<file path="src/bus_pkg.sv">
// local bus types: byte address and data byte
// plus the size of the address space for range checks
package bus_pkg;

    localparam int BUS_ADDR_W = 32;
    localparam int BUS_DATA_W = 8;

    // byte address on the local bus
    typedef logic [BUS_ADDR_W-1:0] bus_addr_t;

    // one data byte per bus write
    typedef logic [BUS_DATA_W-1:0] bus_data_t;

    // one past the last byte address, needs the extra bit
    localparam logic [BUS_ADDR_W:0] BUS_ADDR_SPAN = {1'b1, {BUS_ADDR_W{1'b0}}};

endpackage

</file>
<file path="src/bus_reg_bank.sv">
// byte register bank on the local bus with window decode,
// presented as one flat control vector
`timescale 1ns/1ps

module bus_reg_bank #(
    parameter bus_pkg::bus_addr_t REG_BASE  = 32'h0000_0000,
    parameter int                 REG_BYTES = 16
) (
    input  logic                   BUS_CLK,
    input  logic                   BUS_RST,
    input  logic                   bus_wr,
    input  bus_pkg::bus_addr_t     bus_add,
    input  bus_pkg::bus_data_t     bus_data,
    output logic [REG_BYTES*8-1:0] ctrl
);

    localparam int IDX_W = (REG_BYTES > 1) ? $clog2(REG_BYTES) : 1;

    bus_pkg::bus_addr_t offset;     // address relative to the bank base
    logic               hit;
    logic [IDX_W-1:0]   idx;
    bus_pkg::bus_data_t regs [REG_BYTES];

    // below base would wrap the offset, so check both ends
    assign offset = bus_add - REG_BASE;
    assign hit    = bus_wr && (bus_add >= REG_BASE) &&
                    (offset < bus_pkg::bus_addr_t'(REG_BYTES));
    assign idx    = offset[IDX_W-1:0];

    always_ff @(posedge BUS_CLK) begin
        if (BUS_RST) begin
            for (int i = 0; i < REG_BYTES; i++) begin
                regs[i] <= '0;
            end
        end else if (hit) begin
            regs[idx] <= bus_data;
        end
    end

    // register i drives ctrl byte i
    always_comb begin
        for (int i = 0; i < REG_BYTES; i++) begin
            ctrl[i*8 +: 8] = regs[i];
        end
    end

    // a decoded write shows up on its own ctrl byte one cycle later
    a_wr_reaches_ctrl: assert property (@(posedge BUS_CLK) disable iff (BUS_RST)
        hit |=> (ctrl[$past(idx)*8 +: 8] == $past(bus_data)));

endmodule

</file>
<file path="config.mk">
export PLATFORM = sky130hd
export DESIGN_NAME = bus_reg_bank
export DESIGN_NICKNAME = d
export VERILOG_FILES = /design/src/bus_pkg.sv /design/src/bus_reg_bank.sv
export SDC_FILE = /design/constraint.sdc
export NUM_CORES = 1
export LEC_CHECK = 0
export CORE_MARGIN = 2
export CORE_UTILIZATION = 40
export CTS_CLUSTER_SIZE = 24
export DETAILED_ROUTE_END_ITERATION = 7
export DONT_BUFFER_PORTS = 1
export SLEW_MARGIN = 5
export SYNTH_ARGS = -nofsm -noshare
export SYNTH_HDL_FRONTEND = slang
export SYNTH_SLANG_ARGS = --single-unit
</file>
<file path="constraint.sdc">
create_clock -name BUS_CLK -period 3.9 [get_ports BUS_CLK]
set_clock_uncertainty 0.2 [all_clocks]
set_input_delay 0 -clock BUS_CLK [delete_from_list [all_inputs] [get_ports BUS_CLK]]
set_output_delay 0 -clock BUS_CLK [all_outputs]
set_load 0.1 [all_outputs]
</file>
# --- Yosys cells after proc, flatten, opt, wreduce, memory -nomap -nowiden ---
# Memory sizes are Yosys's and may differ from the RTL's.
# Cells that the tools add are included.
word_totals:
  register_bits: 0
  mem_bits_rw: 128
  in_bits: 43
  n_memories: 1
op_classes:
  order_cmp: 2
  n_mux: 8
  reduce_logical: 3
memory_table:
  columns: ["memory", "depth", "word_bits", "rd", "rd_ports_with_merged_regs", "write_ports", "line_no", "source"]
  rows:
  - ["regs", 16, 8, 16, 0, 16, "bus_reg_bank.sv:22", "bus_pkg::bus_data_t regs [REG_BYTES];"]
op_table:
  columns: ["cell", "count"]
  rows:
  - ["$ge A32 B1 Y1 const B", 1]
  - ["$lt A32 B5 Y1 const B", 1]
  - ["$mux W8", 1]
  - ["$reduce_or A8 Y1", 1]
  - ["$mux W1", 6]
  - ["$mux W4", 1]
  - ["$logic_and A1 B1 Y1", 2]

# --- Longest topological paths before layout ---
depth:
  ltp_word: 8
  depth_mapped: 5
  mapped_depth_nobuf: 3

# --- Worst setup path before layout ---
# No wires, ideal clock.
synth_path:
  kind: "input to register"
  start: "in bus_add[7]"
  end: "mem regs[11][0] in the netlist's numbering (enable)"
  setup_time_ns: 0.387
  arrival_time_ns: 1.713
  required_time_ns: 3.313
  slack_ns: 1.601
  path_stages: 5
  cell_sequence: "nor4b_1 -> nand4_1 -> clkbuf_1 -> buf_2 -> o31ai_1"
synth_rtl:
  columns: ["element", "line_no", "source"]
  rows:
  - ["from (decl)", "bus_reg_bank.sv:12", "input bus_pkg::bus_addr_t bus_add,"]
  - ["to (decl)", "bus_reg_bank.sv:22", null]

==> metrics.md <==
| Metric | Value |
|---|---|
| Die area | `14360 sq um` |
| Largest net degree at the start of global routing | `145` |
| Drt first pass iters | `5` |
| Peak supply drop | `264.6 uV` |
| Post-synth EDFFs | `128` |
| Synth Area in Compound Gates | `0.02425` |
| Routed WL | `14260 um` |
| Synthesized net count | `412` |
| Area grow syn2layout | `21.73%` |
| Post-synth top area cell | `edfxtp_1` |
| Synth top area share | `0.7164` |
| Slew Viols, Final | `0` |
| Final hold viol count | `0` |
| Clk sinks | `128` |
| Drc violations | `0` |
| Startpoint types | `primary input` |
| Total GRT Usage | `0.1983` |
| Fin nets | `438` |
| Pleak | `1.945 nW` |
| Crit-path cells | `dlygate4sd3_1, nor4_4, dlygate4sd3_1, nand4_4, o31ai_1` |
| Die width | `119.8 um` |
| Fin util | `0.4952` |
| CP max-delay cell | `o31ai_1` |
| Largest registers | `regs (128)` |
| RSZ-0062 raised after global routing | `no` |
| Min-delay worst type | `primary input to register` |
| Share of cells above drive strength 1 | `0.1569` |
| Crit Path Category | `primary input to register` |
| Critical path's top delay family | `buffers and inverters` |
| H-tree depth | `4` |
| Yosys reg bits | `128` |
| Reg clk slew, reported paths | `0.06 ns` |
| GPL Wtd Cong | `0.7704` |
| Final-report setup violation count | `0` |
| Dpl cell area | `5478 sq um` |
| Xor/xnor share of the synthesized area | `0` |
| Sequential area share after synthesis | `0.7164` |
| Max Cap Violations | `0` |
| Design area | `6531 sq um` |
| Most frequent CP cell | `dlygate4sd3_1` |
| Vias in the first global route | `3378` |
| Main combinational cell family by area after synthesis | `simple AND/OR/NAND/NOR gates` |
| Port-buffer cells | `0` |
| Pwr/cell area | `625.3 nW/um^2` |
| Tcrit/Tclk final | `0.8411` |
| Critical path arrival | `3.10 ns` |
| Crit. End Element | `register` |
| Rows | `42` |
| Tmin final | `3.280 ns` |
| Cells after synthesis | `369` |
| Status | `complete, no violations` |
| Clk pwr share | `0.447` |
| Most flops, register | `regs` |
| Boundary Pins | `171` |
| CTS tree | `built` |
| Max Root-Sink Buffers | `2` |
| Slew HR | `0.1526` |
| Post-synth ARST share | `0` |
| Post-synthesis mux area share | `0` |
| Core area | `13190 sq um` |
| Fmax | `304.9 MHz` |
| Post-Synth Adder-Cell Area | `0` |
| Ranking of synthesized cells by area | `edfxtp_1 (72%), nor4_1 (7.3%), nor3_1 (5.2%)` |
| Seq pwr share | `0.523` |
| Worst path buffer plus inverter count | `2` |
| Drt wl/cell | `24.38 um` |
| Syn_area_per_cell | `14.54 sq um` |
| Synth cell types | `21` |
| Fin Setup TNS | `0 ns` |
| Worst stage delay on the critical path | `1.08 ns` |
| Pint | `0.002828 W` |
| Final WS setup | `0.6197 ns` |
| DRT antenna net count | `0` |
| P_sw | `0.001256 W` |
| Worst-path fanout max | `23` |
| Ys flop type | `edfxtp_1` |
| Largest register FFs | `128` |
| First-pass GRT wire length | `20820 um` |
| Root buf cell | `clkbuf_16` |
| Initial Util | `0.4068` |
| Mapped cell area | `5365 sq um` |
| DR vias/cell | `5.926` |
| Antenna violations before repair | `1` |
| Switching Share | `0.3075` |
| Power Total | `0.004084 W` |
| Dpl ws | `1.030 ns` |
| Die Ht | `119.8 um` |
| WP data required | `3.72 ns` |
| GR Overflow Total | `0` |
| Hpwl dp | `9000 um` |
| Worst-margin pin slew | `1.260 ns` |
| First-iteration detailed-routing DRC count | `342` |
| Ys Warns | `0` |
| Logic gate share of total power | `0.031` |
| DR vias | `3467` |
| Total CTS buffers | `17` |
| Synth Area in Simple Gates | `0.2181` |
-- cells in the final DEF (no fill, tap or decap), types with 3 or more instances in the layout --
| master | instances |
|---|---|
| nor3_1 | 56 |
| inv_6 | 3 |
| clkinv_4 | 5 |
| nor4_4 | 3 |
| edfxtp_1 | 128 |
| dlygate4sd3_1 | 37 |
| nand2_1 | 25 |
| nand4_4 | 4 |
| inv_1 | 9 |
| o31ai_1 | 14 |
| buf_4 | 8 |
| nor4_1 | 63 |
| nor4_2 | 13 |
| nor4b_1 | 3 |
| nor2b_1 | 3 |
| clkbuf_16 | 17 |
| bufinv_16 | 6 |
-- timing repair --
action,CTS,global route
hold buffers,37,0
buffers inserted,0,0
resized for setup,0,0
hold endpoints to repair,144,0
-- final cells by class --
class / instances / area [sq um]
diodes: 1 / 2.502
fillers: 1136 / 6659
repair buffers: 46 / 450.4
flip-flops and latches: 128 / 3844
well taps: 176 / 220.2
multi-input cells: 193 / 1300
clock buffers: 17 / 425.4
inverters: 9 / 33.78
clock inverters: 15 / 255.2
-- through the flow --
step / hold WS (ns) / std cells
5_1_grt: 0.03344 / 585
6_report: 0.02325 / 585
2_1_floorplan: 0.08418 / 369
3_3_place_gp: 0.1145 / 515
4_1_cts: 0.003472 / 584
3_5_place_dp: 0.1158 / 515
-- metal layers --
layer / global-route usage / wire [um]
met2: 0.3154 / 7045
met5: 0 / 0
met1: 0.2506 / 5933
met4: 0.08309 / 211
met3: 0.06416 / 1073
-- power groups by stage --
stage	clock, W	combinational (W)	sequential [W]
floorplan	0	0.0000653	0.00215
global placement	0	0.0000901	0.00216
detailed placement	0	0.0000925	0.00216
CTS	0.00183	0.000125	0.00214
global route	0.00189	0.000135	0.00214
finish	0.00182	0.000126	0.00213
-- synthesized netlist by cell type, types with 3 or more instances --
master / n
edfxtp_1: 128
nor4_1: 63
nor3_1: 56
nand2_1: 25
clkbuf_1: 15
o31ai_1: 14
nor4_2: 13
buf_1: 11
buf_2: 9
inv_1: 9
buf_6: 4
nand4_4: 4
nor2b_1: 3
nor4_4: 3
nor4b_1: 3
-- cells by family (layout without fill, tap and decap cells) --
kind of cell | count (synthesis) | after routing
other cells | 0 | 1
compound gates | 16 | 16
simple gates | 177 | 177
flops | 128 | 128
buf+inv | 48 | 87
-- final timing paths --
path                        start          end  depth (start not counted)
worst max-delay path  bus_add[24]   regs[2][6]                          5
worst min-delay path   bus_add[0]  regs[13][6]                          3
Note: power is estimated with default switching activity, not from simulation.
