## config.mk

```make
export PLATFORM = sky130hd
export DESIGN_NAME = tcp_to_bus
export DESIGN_NICKNAME = d
export VERILOG_FILES = /design/src/bus_pkg.sv /design/src/tcp_pkg.sv /design/src/tcp_to_bus.sv
export SDC_FILE = /design/constraint.sdc
export NUM_CORES = 1
export LEC_CHECK = 0
export BUFFER_PORTS_ARGS = -buffer_cell sky130_fd_sc_hd__buf_2
export CORE_ASPECT_RATIO = 0.5
export CORE_MARGIN = 2
export CORE_UTILIZATION = 55
export DETAILED_ROUTE_END_ITERATION = 16
export PLACE_DENSITY = 0.79
export SLEW_MARGIN = 5
export SYNTH_ARGS = -nofsm -noshare
export SYNTH_HDL_FRONTEND = slang
export SYNTH_SLANG_ARGS = --single-unit
```

## constraint.sdc

```tcl
create_clock -name BUS_CLK -period 5.8 [get_ports BUS_CLK]
set_input_delay 0.58 -clock BUS_CLK [delete_from_list [all_inputs] [get_ports BUS_CLK]]
set_output_delay 0.58 -clock BUS_CLK [all_outputs]
set_load 0.01 [all_outputs]
```

## src/bus_pkg.sv

```systemverilog
// local bus types: byte address and data byte
// plus the size of the address space for range checks
package bus_pkg;

    localparam int BUS_ADDR_W = 32;
    localparam int BUS_DATA_W = 8;

    // byte address on the local bus
    typedef logic [BUS_ADDR_W-1:0] bus_addr_t;

    // one data byte per bus write
    typedef logic [BUS_DATA_W-1:0] bus_data_t;

    // one past the last byte address, needs the extra bit
    localparam logic [BUS_ADDR_W:0] BUS_ADDR_SPAN = {1'b1, {BUS_ADDR_W{1'b0}}};

endpackage

```

## src/tcp_pkg.sv

```systemverilog
// tcp receive stream types, frame header constants
// and the states of the frame parser
package tcp_pkg;

    localparam int TCP_BYTE_W = 8;
    localparam int TCP_LEN_W  = 16;

    typedef logic [TCP_BYTE_W-1:0] tcp_byte_t;  // one byte from the rx fifo
    typedef logic [TCP_LEN_W-1:0]  tcp_len_t;   // payload length field
    typedef logic [15:0]           tcp_wc_t;    // rx fifo write count

    // header is 2 length bytes then 4 address bytes, both low byte first
    localparam int HDR_BYTES = 6;

    // header plus payload must still fit a 16 bit byte count
    localparam tcp_len_t MAX_LEN = tcp_len_t'(16'hffff - HDR_BYTES);

    typedef enum logic [2:0] {
        ST_LEN_LO,
        ST_LEN_HI,
        ST_ADD0,
        ST_ADD1,
        ST_ADD2,
        ST_ADD3,
        ST_DATA,    // payload bytes, one bus write each
        ST_INVALID  // locked until a reset run
    } parse_state_t;

endpackage

```

## src/tcp_to_bus.sv

```systemverilog
// tcp rx stream frame parser: header decode, length and range checks,
// 0xff reset-run detection, rx write count and bus write generation
`timescale 1ns/1ps

module tcp_to_bus #(
    parameter int RESET_RUN = 65535
) (
    input  logic               BUS_CLK,
    input  logic               BUS_RST,
    input  logic               tcp_rx_wr,
    input  tcp_pkg::tcp_byte_t tcp_rx_data,
    output tcp_pkg::tcp_wc_t   tcp_rx_wc,
    output logic               bus_wr,
    output bus_pkg::bus_addr_t bus_add,
    output bus_pkg::bus_data_t bus_data,
    output logic               invalid
);

    localparam int CNT_W = (RESET_RUN > 1) ? $clog2(RESET_RUN) : 1;
    localparam logic [CNT_W-1:0] CNT_LAST = CNT_W'(RESET_RUN - 1);

    tcp_pkg::parse_state_t state;
    tcp_pkg::tcp_len_t     length;     // payload length from the header
    tcp_pkg::tcp_len_t     remain;     // payload bytes still expected
    logic [CNT_W-1:0]      ff_cnt;     // 0xff bytes seen in a row
    logic                  is_ff;
    logic                  tcp_reset;
    logic                  len_bad;
    logic                  range_bad;
    logic [32:0]           frame_end;

    // consecutive strobes only, an idle cycle restarts from zero
    always_ff @(posedge BUS_CLK) begin
        if (BUS_RST) begin
            tcp_rx_wc <= '0;
        end else if (tcp_rx_wr) begin
            tcp_rx_wc <= tcp_rx_wc + 1'b1;
        end else begin
            tcp_rx_wc <= '0;
        end
    end

    assign is_ff = (tcp_rx_data == 8'hff);

    // saturates at the last count so every further 0xff keeps resetting
    always_ff @(posedge BUS_CLK) begin
        if (BUS_RST) begin
            ff_cnt <= '0;
        end else if (tcp_rx_wr) begin
            if (!is_ff) begin
                ff_cnt <= '0;
            end else if (ff_cnt != CNT_LAST) begin
                ff_cnt <= ff_cnt + 1'b1;
            end
        end
    end

    assign tcp_reset = tcp_rx_wr && is_ff && (ff_cnt == CNT_LAST);

    // header checks on the byte that completes each field
    assign len_bad   = ({tcp_rx_data, length[7:0]} > tcp_pkg::MAX_LEN);
    assign frame_end = {1'b0, tcp_rx_data, bus_add[23:0]} + 33'(length);
    assign range_bad = (frame_end > bus_pkg::BUS_ADDR_SPAN);

    always_ff @(posedge BUS_CLK) begin
        if (BUS_RST) begin
            state <= tcp_pkg::ST_LEN_LO;
        end else if (tcp_reset) begin
            state <= tcp_pkg::ST_LEN_LO;  // reset run wins in every state
        end else if (tcp_rx_wr) begin
            case (state)
                tcp_pkg::ST_LEN_LO: state <= tcp_pkg::ST_LEN_HI;
                tcp_pkg::ST_LEN_HI: state <= len_bad ? tcp_pkg::ST_INVALID : tcp_pkg::ST_ADD0;
                tcp_pkg::ST_ADD0:   state <= tcp_pkg::ST_ADD1;
                tcp_pkg::ST_ADD1:   state <= tcp_pkg::ST_ADD2;
                tcp_pkg::ST_ADD2:   state <= tcp_pkg::ST_ADD3;
                tcp_pkg::ST_ADD3: begin
                    if (range_bad) begin
                        state <= tcp_pkg::ST_INVALID;
                    end else if (length == '0) begin
                        state <= tcp_pkg::ST_LEN_LO;  // empty frame ends here
                    end else begin
                        state <= tcp_pkg::ST_DATA;
                    end
                end
                tcp_pkg::ST_DATA: begin
                    if (remain == tcp_pkg::tcp_len_t'(1)) begin
                        state <= tcp_pkg::ST_LEN_LO;
                    end
                end
                default: state <= tcp_pkg::ST_INVALID;  // held until reset run
            endcase
        end
    end

    // length, address and byte count follow the state
    always_ff @(posedge BUS_CLK) begin
        if (tcp_rx_wr) begin
            case (state)
                tcp_pkg::ST_LEN_LO: length[7:0]    <= tcp_rx_data;
                tcp_pkg::ST_LEN_HI: length[15:8]   <= tcp_rx_data;
                tcp_pkg::ST_ADD0:   bus_add[7:0]   <= tcp_rx_data;
                tcp_pkg::ST_ADD1:   bus_add[15:8]  <= tcp_rx_data;
                tcp_pkg::ST_ADD2:   bus_add[23:16] <= tcp_rx_data;
                tcp_pkg::ST_ADD3: begin
                    bus_add[31:24] <= tcp_rx_data;
                    remain         <= length;
                end
                tcp_pkg::ST_DATA: begin
                    bus_add <= bus_add + 1'b1;  // next payload byte address
                    remain  <= remain - 1'b1;
                end
                default: remain <= '0;
            endcase
        end
    end

    assign invalid  = (state == tcp_pkg::ST_INVALID);
    assign bus_wr   = tcp_rx_wr && (state == tcp_pkg::ST_DATA);
    assign bus_data = tcp_rx_data;  // qualified by bus_wr at the slaves

    // every bus write is carried by a received byte that the frame still owes
    a_wr_in_frame: assert property (@(posedge BUS_CLK) disable iff (BUS_RST)
        bus_wr |-> tcp_rx_wr && (remain != '0));

    // lock-out lasts until the reset run, with no bus write in between
    a_lock_holds: assert property (@(posedge BUS_CLK) disable iff (BUS_RST)
        invalid && !tcp_reset |=> invalid && !bus_wr);

endmodule

```

After elaboration in Yosys (flattened, before gate mapping)
Cells that the tools add are included.
{ "classes": {"order_cmp": 2, "mux": 12, "addsub": 5, "bitwise_logic": 2, "reduce_logical": 21, "n_eq_ne": 13} }
{ "ops": {"columns": ["operator", "n"], "rows": [
  ["$pmux W8 S2", 4],
  ["$pmux W16 S3", 1],
  ["$add A32 B16 Y33", 1],
  ["$gt A33 B33 Y1 const B", 1],
  ["$add A16 B1 Y16 const B", 2],
  ["$add A32 B1 Y32 const B", 1],
  ["$mux W16", 2],
  ["$pmux W3 S7", 1],
  ["$reduce_and A2 Y1", 9],
  ["$eq A16 B1 Y1 const B", 1],
  ["$eq A16 B16 Y1 const B", 1],
  ["$gt A16 B16 Y1 const B", 1],
  ["$logic_not A16 Y1", 1],
  ["$ne A16 B16 Y1 const B", 1],
  ["$sub A16 B1 Y16 const B", 1],
  ["$eq A3 B3 Y1 const B", 4],
  ["$mux W3", 4],
  ["$eq A8 B8 Y1 const B", 1],
  ["$reduce_bool A2 Y1", 4],
  ["$eq A3 B2 Y1 const B", 2],
  ["$reduce_or A5 Y1", 1],
  ["$reduce_or A2 Y1", 2],
  ["$eq A3 B1 Y1 const B", 1],
  ["$logic_and A1 B1 Y1", 3],
  ["other kinds (4)", 5]
]} }
{ "word_totals": {"output_inout_bits": 58, "regBits": 99, "word_cells": 65, "input_bits": 11} }

Longest topological paths before layout
{ "logic_depth": {"depth_word": 4, "depth_mapped": 12, "depth_no_buf": 12} }

Least setup slack after synthesis
OpenSTA, ideal clock, no wires.
{ "synth_path": {"path_type": "reg-to-reg", "startpoint": "register bus_add[0]", "endpoint": "register state[0]", "path_slack_ns": 2.695, "required_ns": 5.663, "n_path_buf": 0, "stages_incl_launch_ff": 13, "period_less_slack_ns": 3.105, "setup_time_ns": 0.137, "arrival_time_ns": 2.968, "cell_sequence": "edfxtp_1 -> ha_1 -> fa_1 -> a211oi_1 -> o21a_1 -> nor4_1 -> a21oi_1 -> nor3_1 -> or4_1 -> nor3_1 -> nand4_1 -> o21ai_1 -> a31oi_1"} }
{ "synth_between": {"elab_chain_len": 4} }
{ "synth_rtl": {"columns": ["element", "line", "text"], "rows": [
  ["from (decl)", "tcp_to_bus.sv:14", "output bus_pkg::bus_addr_t bus_add,"],
  ["from (signal assigned)", "tcp_to_bus.sv:102", "tcp_pkg::ST_ADD0: bus_add[7:0] <= tcp_rx_data;"],
  ["from (signal assigned)", "tcp_to_bus.sv:110", "bus_add <= bus_add + 1'b1;"],
  ["$add A32 B16 Y33", "tcp_to_bus.sv:62", "assign frame_end = {1'b0, tcp_rx_data, bus_add[23:0]} + 33'(length);"],
  ["$gt A33 B33 Y1", "tcp_to_bus.sv:63", "assign range_bad = (frame_end > bus_pkg::BUS_ADDR_SPAN);"],
  ["$mux W3", "tcp_to_bus.sv:78", "if (range_bad) begin"],
  ["$pmux W3 S7", "tcp_to_bus.sv:71", "case (state)"],
  ["to (signal assigned)", "tcp_to_bus.sv:72", "tcp_pkg::ST_LEN_LO: state <= tcp_pkg::ST_LEN_HI;"],
  ["to (signal assigned)", "tcp_to_bus.sv:73", "tcp_pkg::ST_LEN_HI: state <= len_bad ? tcp_pkg::ST_INVALID : tcp_pkg::ST_ADD0;"],
  ["to (signal assigned)", "tcp_to_bus.sv:79", "state <= tcp_pkg::ST_INVALID;"],
  ["to (decl)", "tcp_to_bus.sv:22", "tcp_pkg::parse_state_t state;"]
]} }
Every way passes these cells.
A chain may end at the register's enable or synchronous reset.

Final worst setup path
Ends and elaborated chain as after synthesis.

==> results.toml <==
[status]
outcome = "finished, final reports clean"

[sta]
finalClockSkew_ns = 0.01051
finalWorstPathRequiredPeriod_ns = 3.595
finalMaxSlewViolations = 0
min_period_over_period_pct = 61.99
max-slew-margin-rel_pct = 21.11
rsz0062_at_grt = "false"
number_of_endpoints_failing_setup_at_the_final_stage = 0
fin_setup_tns_ns = 0
max_clock_freq_mhz = 278.1
final_hold_viol_count = 0
tightest_slew_ns = 1.179
hold_ws_ns = 0.4418

[placed_design]
numPortBuffers = 68
post-dp-hpwl_um = 14210
gp_congestion = 1.031

[floorplan]
design.portCount = 69
dieHeight_um = 80.86
floorplan.core_area_mm2 = 0.01125
die_area_mm2 = 0.01275
dieWidth_um = 157.7
row_count = 27
floorplan.initialDensity_pct = 57.76

[route]
detail_route.iter0.violations = 716
detail_route.drc_violations = 0
avgRoutedWirePerCell_um = 19.97
dr_total_vias = 5844
detail_route.first_pass.iterations = 8
drtAntennaViolNets = 0
post_drt_via_cell_ratio = 6.145
finalWirelength_um = 18990

[logic_synthesis]
synthCells = 745
syn-mean-instance-area_um2 = 8.721
netlist.top_cell.by_area = "edfxtp_1"
synth_warnings = 0
yosysUniqueCellTypes = 72
synth.yosys.seq_area_share_pct = 40.36
synth_largest_type_area_fraction_pct = 29.58
synth_edf_count = 64
syn-cell-area_mm2 = 0.006497
ys_async_sr_fraction_pct = 0
netlist_top_cells_area = "edfxtp_1, dfxtp_1, a21oi_1, xor2_1, nor2_1"
ys_flop_type = "edfxtp_1"
syn_nets = 779
ys_ff_latch = 99

[clocking]
cts_post_setup_buffers_inserted = 0
hold_fix_buffers_cts = 0
cts-root-to-sink-buffers = 2
cts_tree = "yes"
postCtsResizedCells = 0
cts_root_buffer = "clkbuf_16"
clk_latency_ns = 0.35
h_tree_lvl_count = 3
cts-buffers-inserted = 9
cts_num_sinks = 99
cts.reportedPaths.clkPinSlew_ns = 0.08

[flow_run]
timing.max_cap.violations = 0

[grt]
grt_use_total_pct = 30.70
grt_antenna_before_repair = 0
grt_first_pass_wirelength_um = 29740
grt_start_max_net_pins = 40
grt_overflow = 0
via_count_of_the_first_global_routing_pass = 5536

[pwr]
vdd_drop_max_mv = 0.1435
power.switching_w = 0.0004863
comb_power_share_pct = 14.3
sw_frac_of_total_pct = 29.52
finalPower_w = 0.001647
seqPwrFrac_pct = 49.5
power.clock.fraction_pct = 36.2
power_density_cells_mw_per_mm2 = 230.7
leakagePower_nw = 2.493
internal-power_w = 0.001161

[min_path]
worst_min_delay_path_startpoint = "BUS_RST"
hold_path_class = "input port to register"
hold-path-cell-count = 2
hold_end = "ff_cnt[0]$_SDFFE_PP0P_"

[setup_path]
rr_endpoint = "state[0]$_SDFFE_PP0P_"
timing.critical_path.arrival_ns = 3.80
worstRegToRegCells = 12
startpoint_type = "register"
worstSetupEndpointType = "register"
reg2reg_slack_ns = 2.20
critical_path_peak_fanout = 6
path_type_of_the_worst_setup_path = "register to register"
critical_path.reg2reg.startpoint = "bus_add[0]$_DFFE_PP_"
critical_path_required_ns = 6.01

[cells_and_area]
final_layout_size_suffix_gt1_share_pct = 12.63
n_antenna_cell = 0
post-route-util_pct = 63.47
synthToLayoutAreaGrowth_pct = 9.898
finish.net_count = 821
cell usage after synthesis, types with 2 or more instances:
cell,n
a211oi_1,6
a21boi_0,2
a21o_1,8
a21oi_1,63
a311oi_1,3
a31oi_1,4
and2_1,4
and3_1,14
buf_1,3
buf_2,7
buf_4,9
buf_6,2
clkbuf_1,19
dfxtp_1,35
edfxtp_1,64
ha_1,22
inv_1,18
mux2i_1,3
nand2_1,74
nand2b_1,6
nand3_1,38
nand3b_1,3
nand4_1,19
nand4_2,2
nand4b_1,2
nor2_1,83
nor2b_1,5
nor3_1,23
nor3b_1,7
nor4_1,16
o211ai_1,5
o21a_1,4
o21ai_0,43
o21ai_1,6
o22ai_1,4
o31ai_1,6
or2_2,2
or3_1,7
or4_1,2
xnor2_1,35
xor2_1,36
logic make-up (layout without fill, tap and decap cells):
| group | Yosys count | after routing | synth area share [%] |
|---|---|---|---|
| AOI/OAI and AO/OA | 173 | 173 | 16.25 |
| DFF | 99 | 99 | 40.36 |
| and+or+nand+nor | 317 | 317 | 24.40 |
| buffers and inverters | 58 | 105 | 4.236 |
| muxes | 4 | 4 | 0.6355 |
| xor gates and xnor gates | 71 | 71 | 9.570 |
| adders and majority gates | 23 | 23 | 4.545 |
how the worst max path moves through the flow:
stage                         startpoint                     to  slack (ns)  cells past startpoint
global route        bus_add[0]$_DFFE_PP_  state[0]$_SDFFE_PP0P_        2.06                     12
finish              bus_add[0]$_DFFE_PP_  state[0]$_SDFFE_PP0P_        2.20                     12
CTS                 bus_add[0]$_DFFE_PP_  state[0]$_SDFFE_PP0P_        2.28                     12
detailed placement  bus_add[0]$_DFFE_PP_  state[0]$_SDFFE_PP0P_        2.32                     12
floorplan           bus_add[0]$_DFFE_PP_  state[0]$_SDFFE_PP0P_        2.69                     12
global placement    bus_add[0]$_DFFE_PP_  state[0]$_SDFFE_PP0P_        2.43                     12
metal layers:
| metal | share of wire (%) | wire, um | track usage [%] |
|---|---|---|---|
| met1 | 44 | 8295 | 42.20 |
| met2 | 44 | 8446 | 49.35 |
| met3 | 10 | 1982 | 7.577 |
| met4 | 1.4 | 269 | 7.091 |
| met5 | 0 | 0 | 0 |
worst max-delay path: stages (launching register included):
cell	delay, ns
edfxtp_1	0.48
ha_1	0.28
fa_1	0.43
xor2_1	0.18
a2111oi_0	0.50
o2111a_1	0.29
nand2_1	0.07
a221oi_1	0.23
nand4_1	0.15
nor4_2	0.27
nand4_1	0.22
o21ai_1	0.25
a31oi_1	0.10
flip-flops by register name (all words and copies together), names as in the netlist:
name	count
state	3
length	16
remain	16
ff_cnt	16
bus_add	32
tcp_rx_wc	16
metrics by stage:
stage	instances	setup WS, ns	area (um^2)
after floorplan	745	2.695	6497
after global placement	935	2.429	6852
after detailed placement	935	2.317	6852
after CTS	951	2.281	7141
after global routing	951	2.060	7141
final	951	2.205	7141
cell usage in the layout, fill, tap and decap left out, types with 7 or more instances in the layout:
cell	n
a21o_1	8
a21oi_1	63
and3_1	14
buf_2	68
clkbuf_16	9
dfxtp_1	35
edfxtp_1	64
ha_1	22
inv_1	18
nand2_1	74
nand3_1	38
nand4_1	19
nor2_1	83
nor3_1	23
nor3b_1	7
nor4_1	16
o21ai_0	43
or3_1	7
xnor2_1	35
xor2_1	36
area by class of cell:
cell class / instances / area (um^2)
Timing Repair Buffer: 71 / 362.8
Fill cell: 961 / 4109
Multi-Input combinational cell: 588 / 3600
Clock inverter: 6 / 60.06
Inverter: 18 / 67.56
Sequential cell: 99 / 2623
Clock buffer: 10 / 229.0
Tap cell: 159 / 198.9
power by group through the flow:
stage / Sequential [W] / Clock (W) / Combinational (W)
after floorplan: 0.000814 / 0 / 0.000167
after global placement: 0.000828 / 0 / 0.000226
after detailed placement: 0.000830 / 0 / 0.000227
after CTS: 0.000813 / 0.000600 / 0.000230
after global routing: 0.000818 / 0.000630 / 0.000258
final: 0.000815 / 0.000597 / 0.000235
Note: power is estimated with default switching activity, not from simulation.
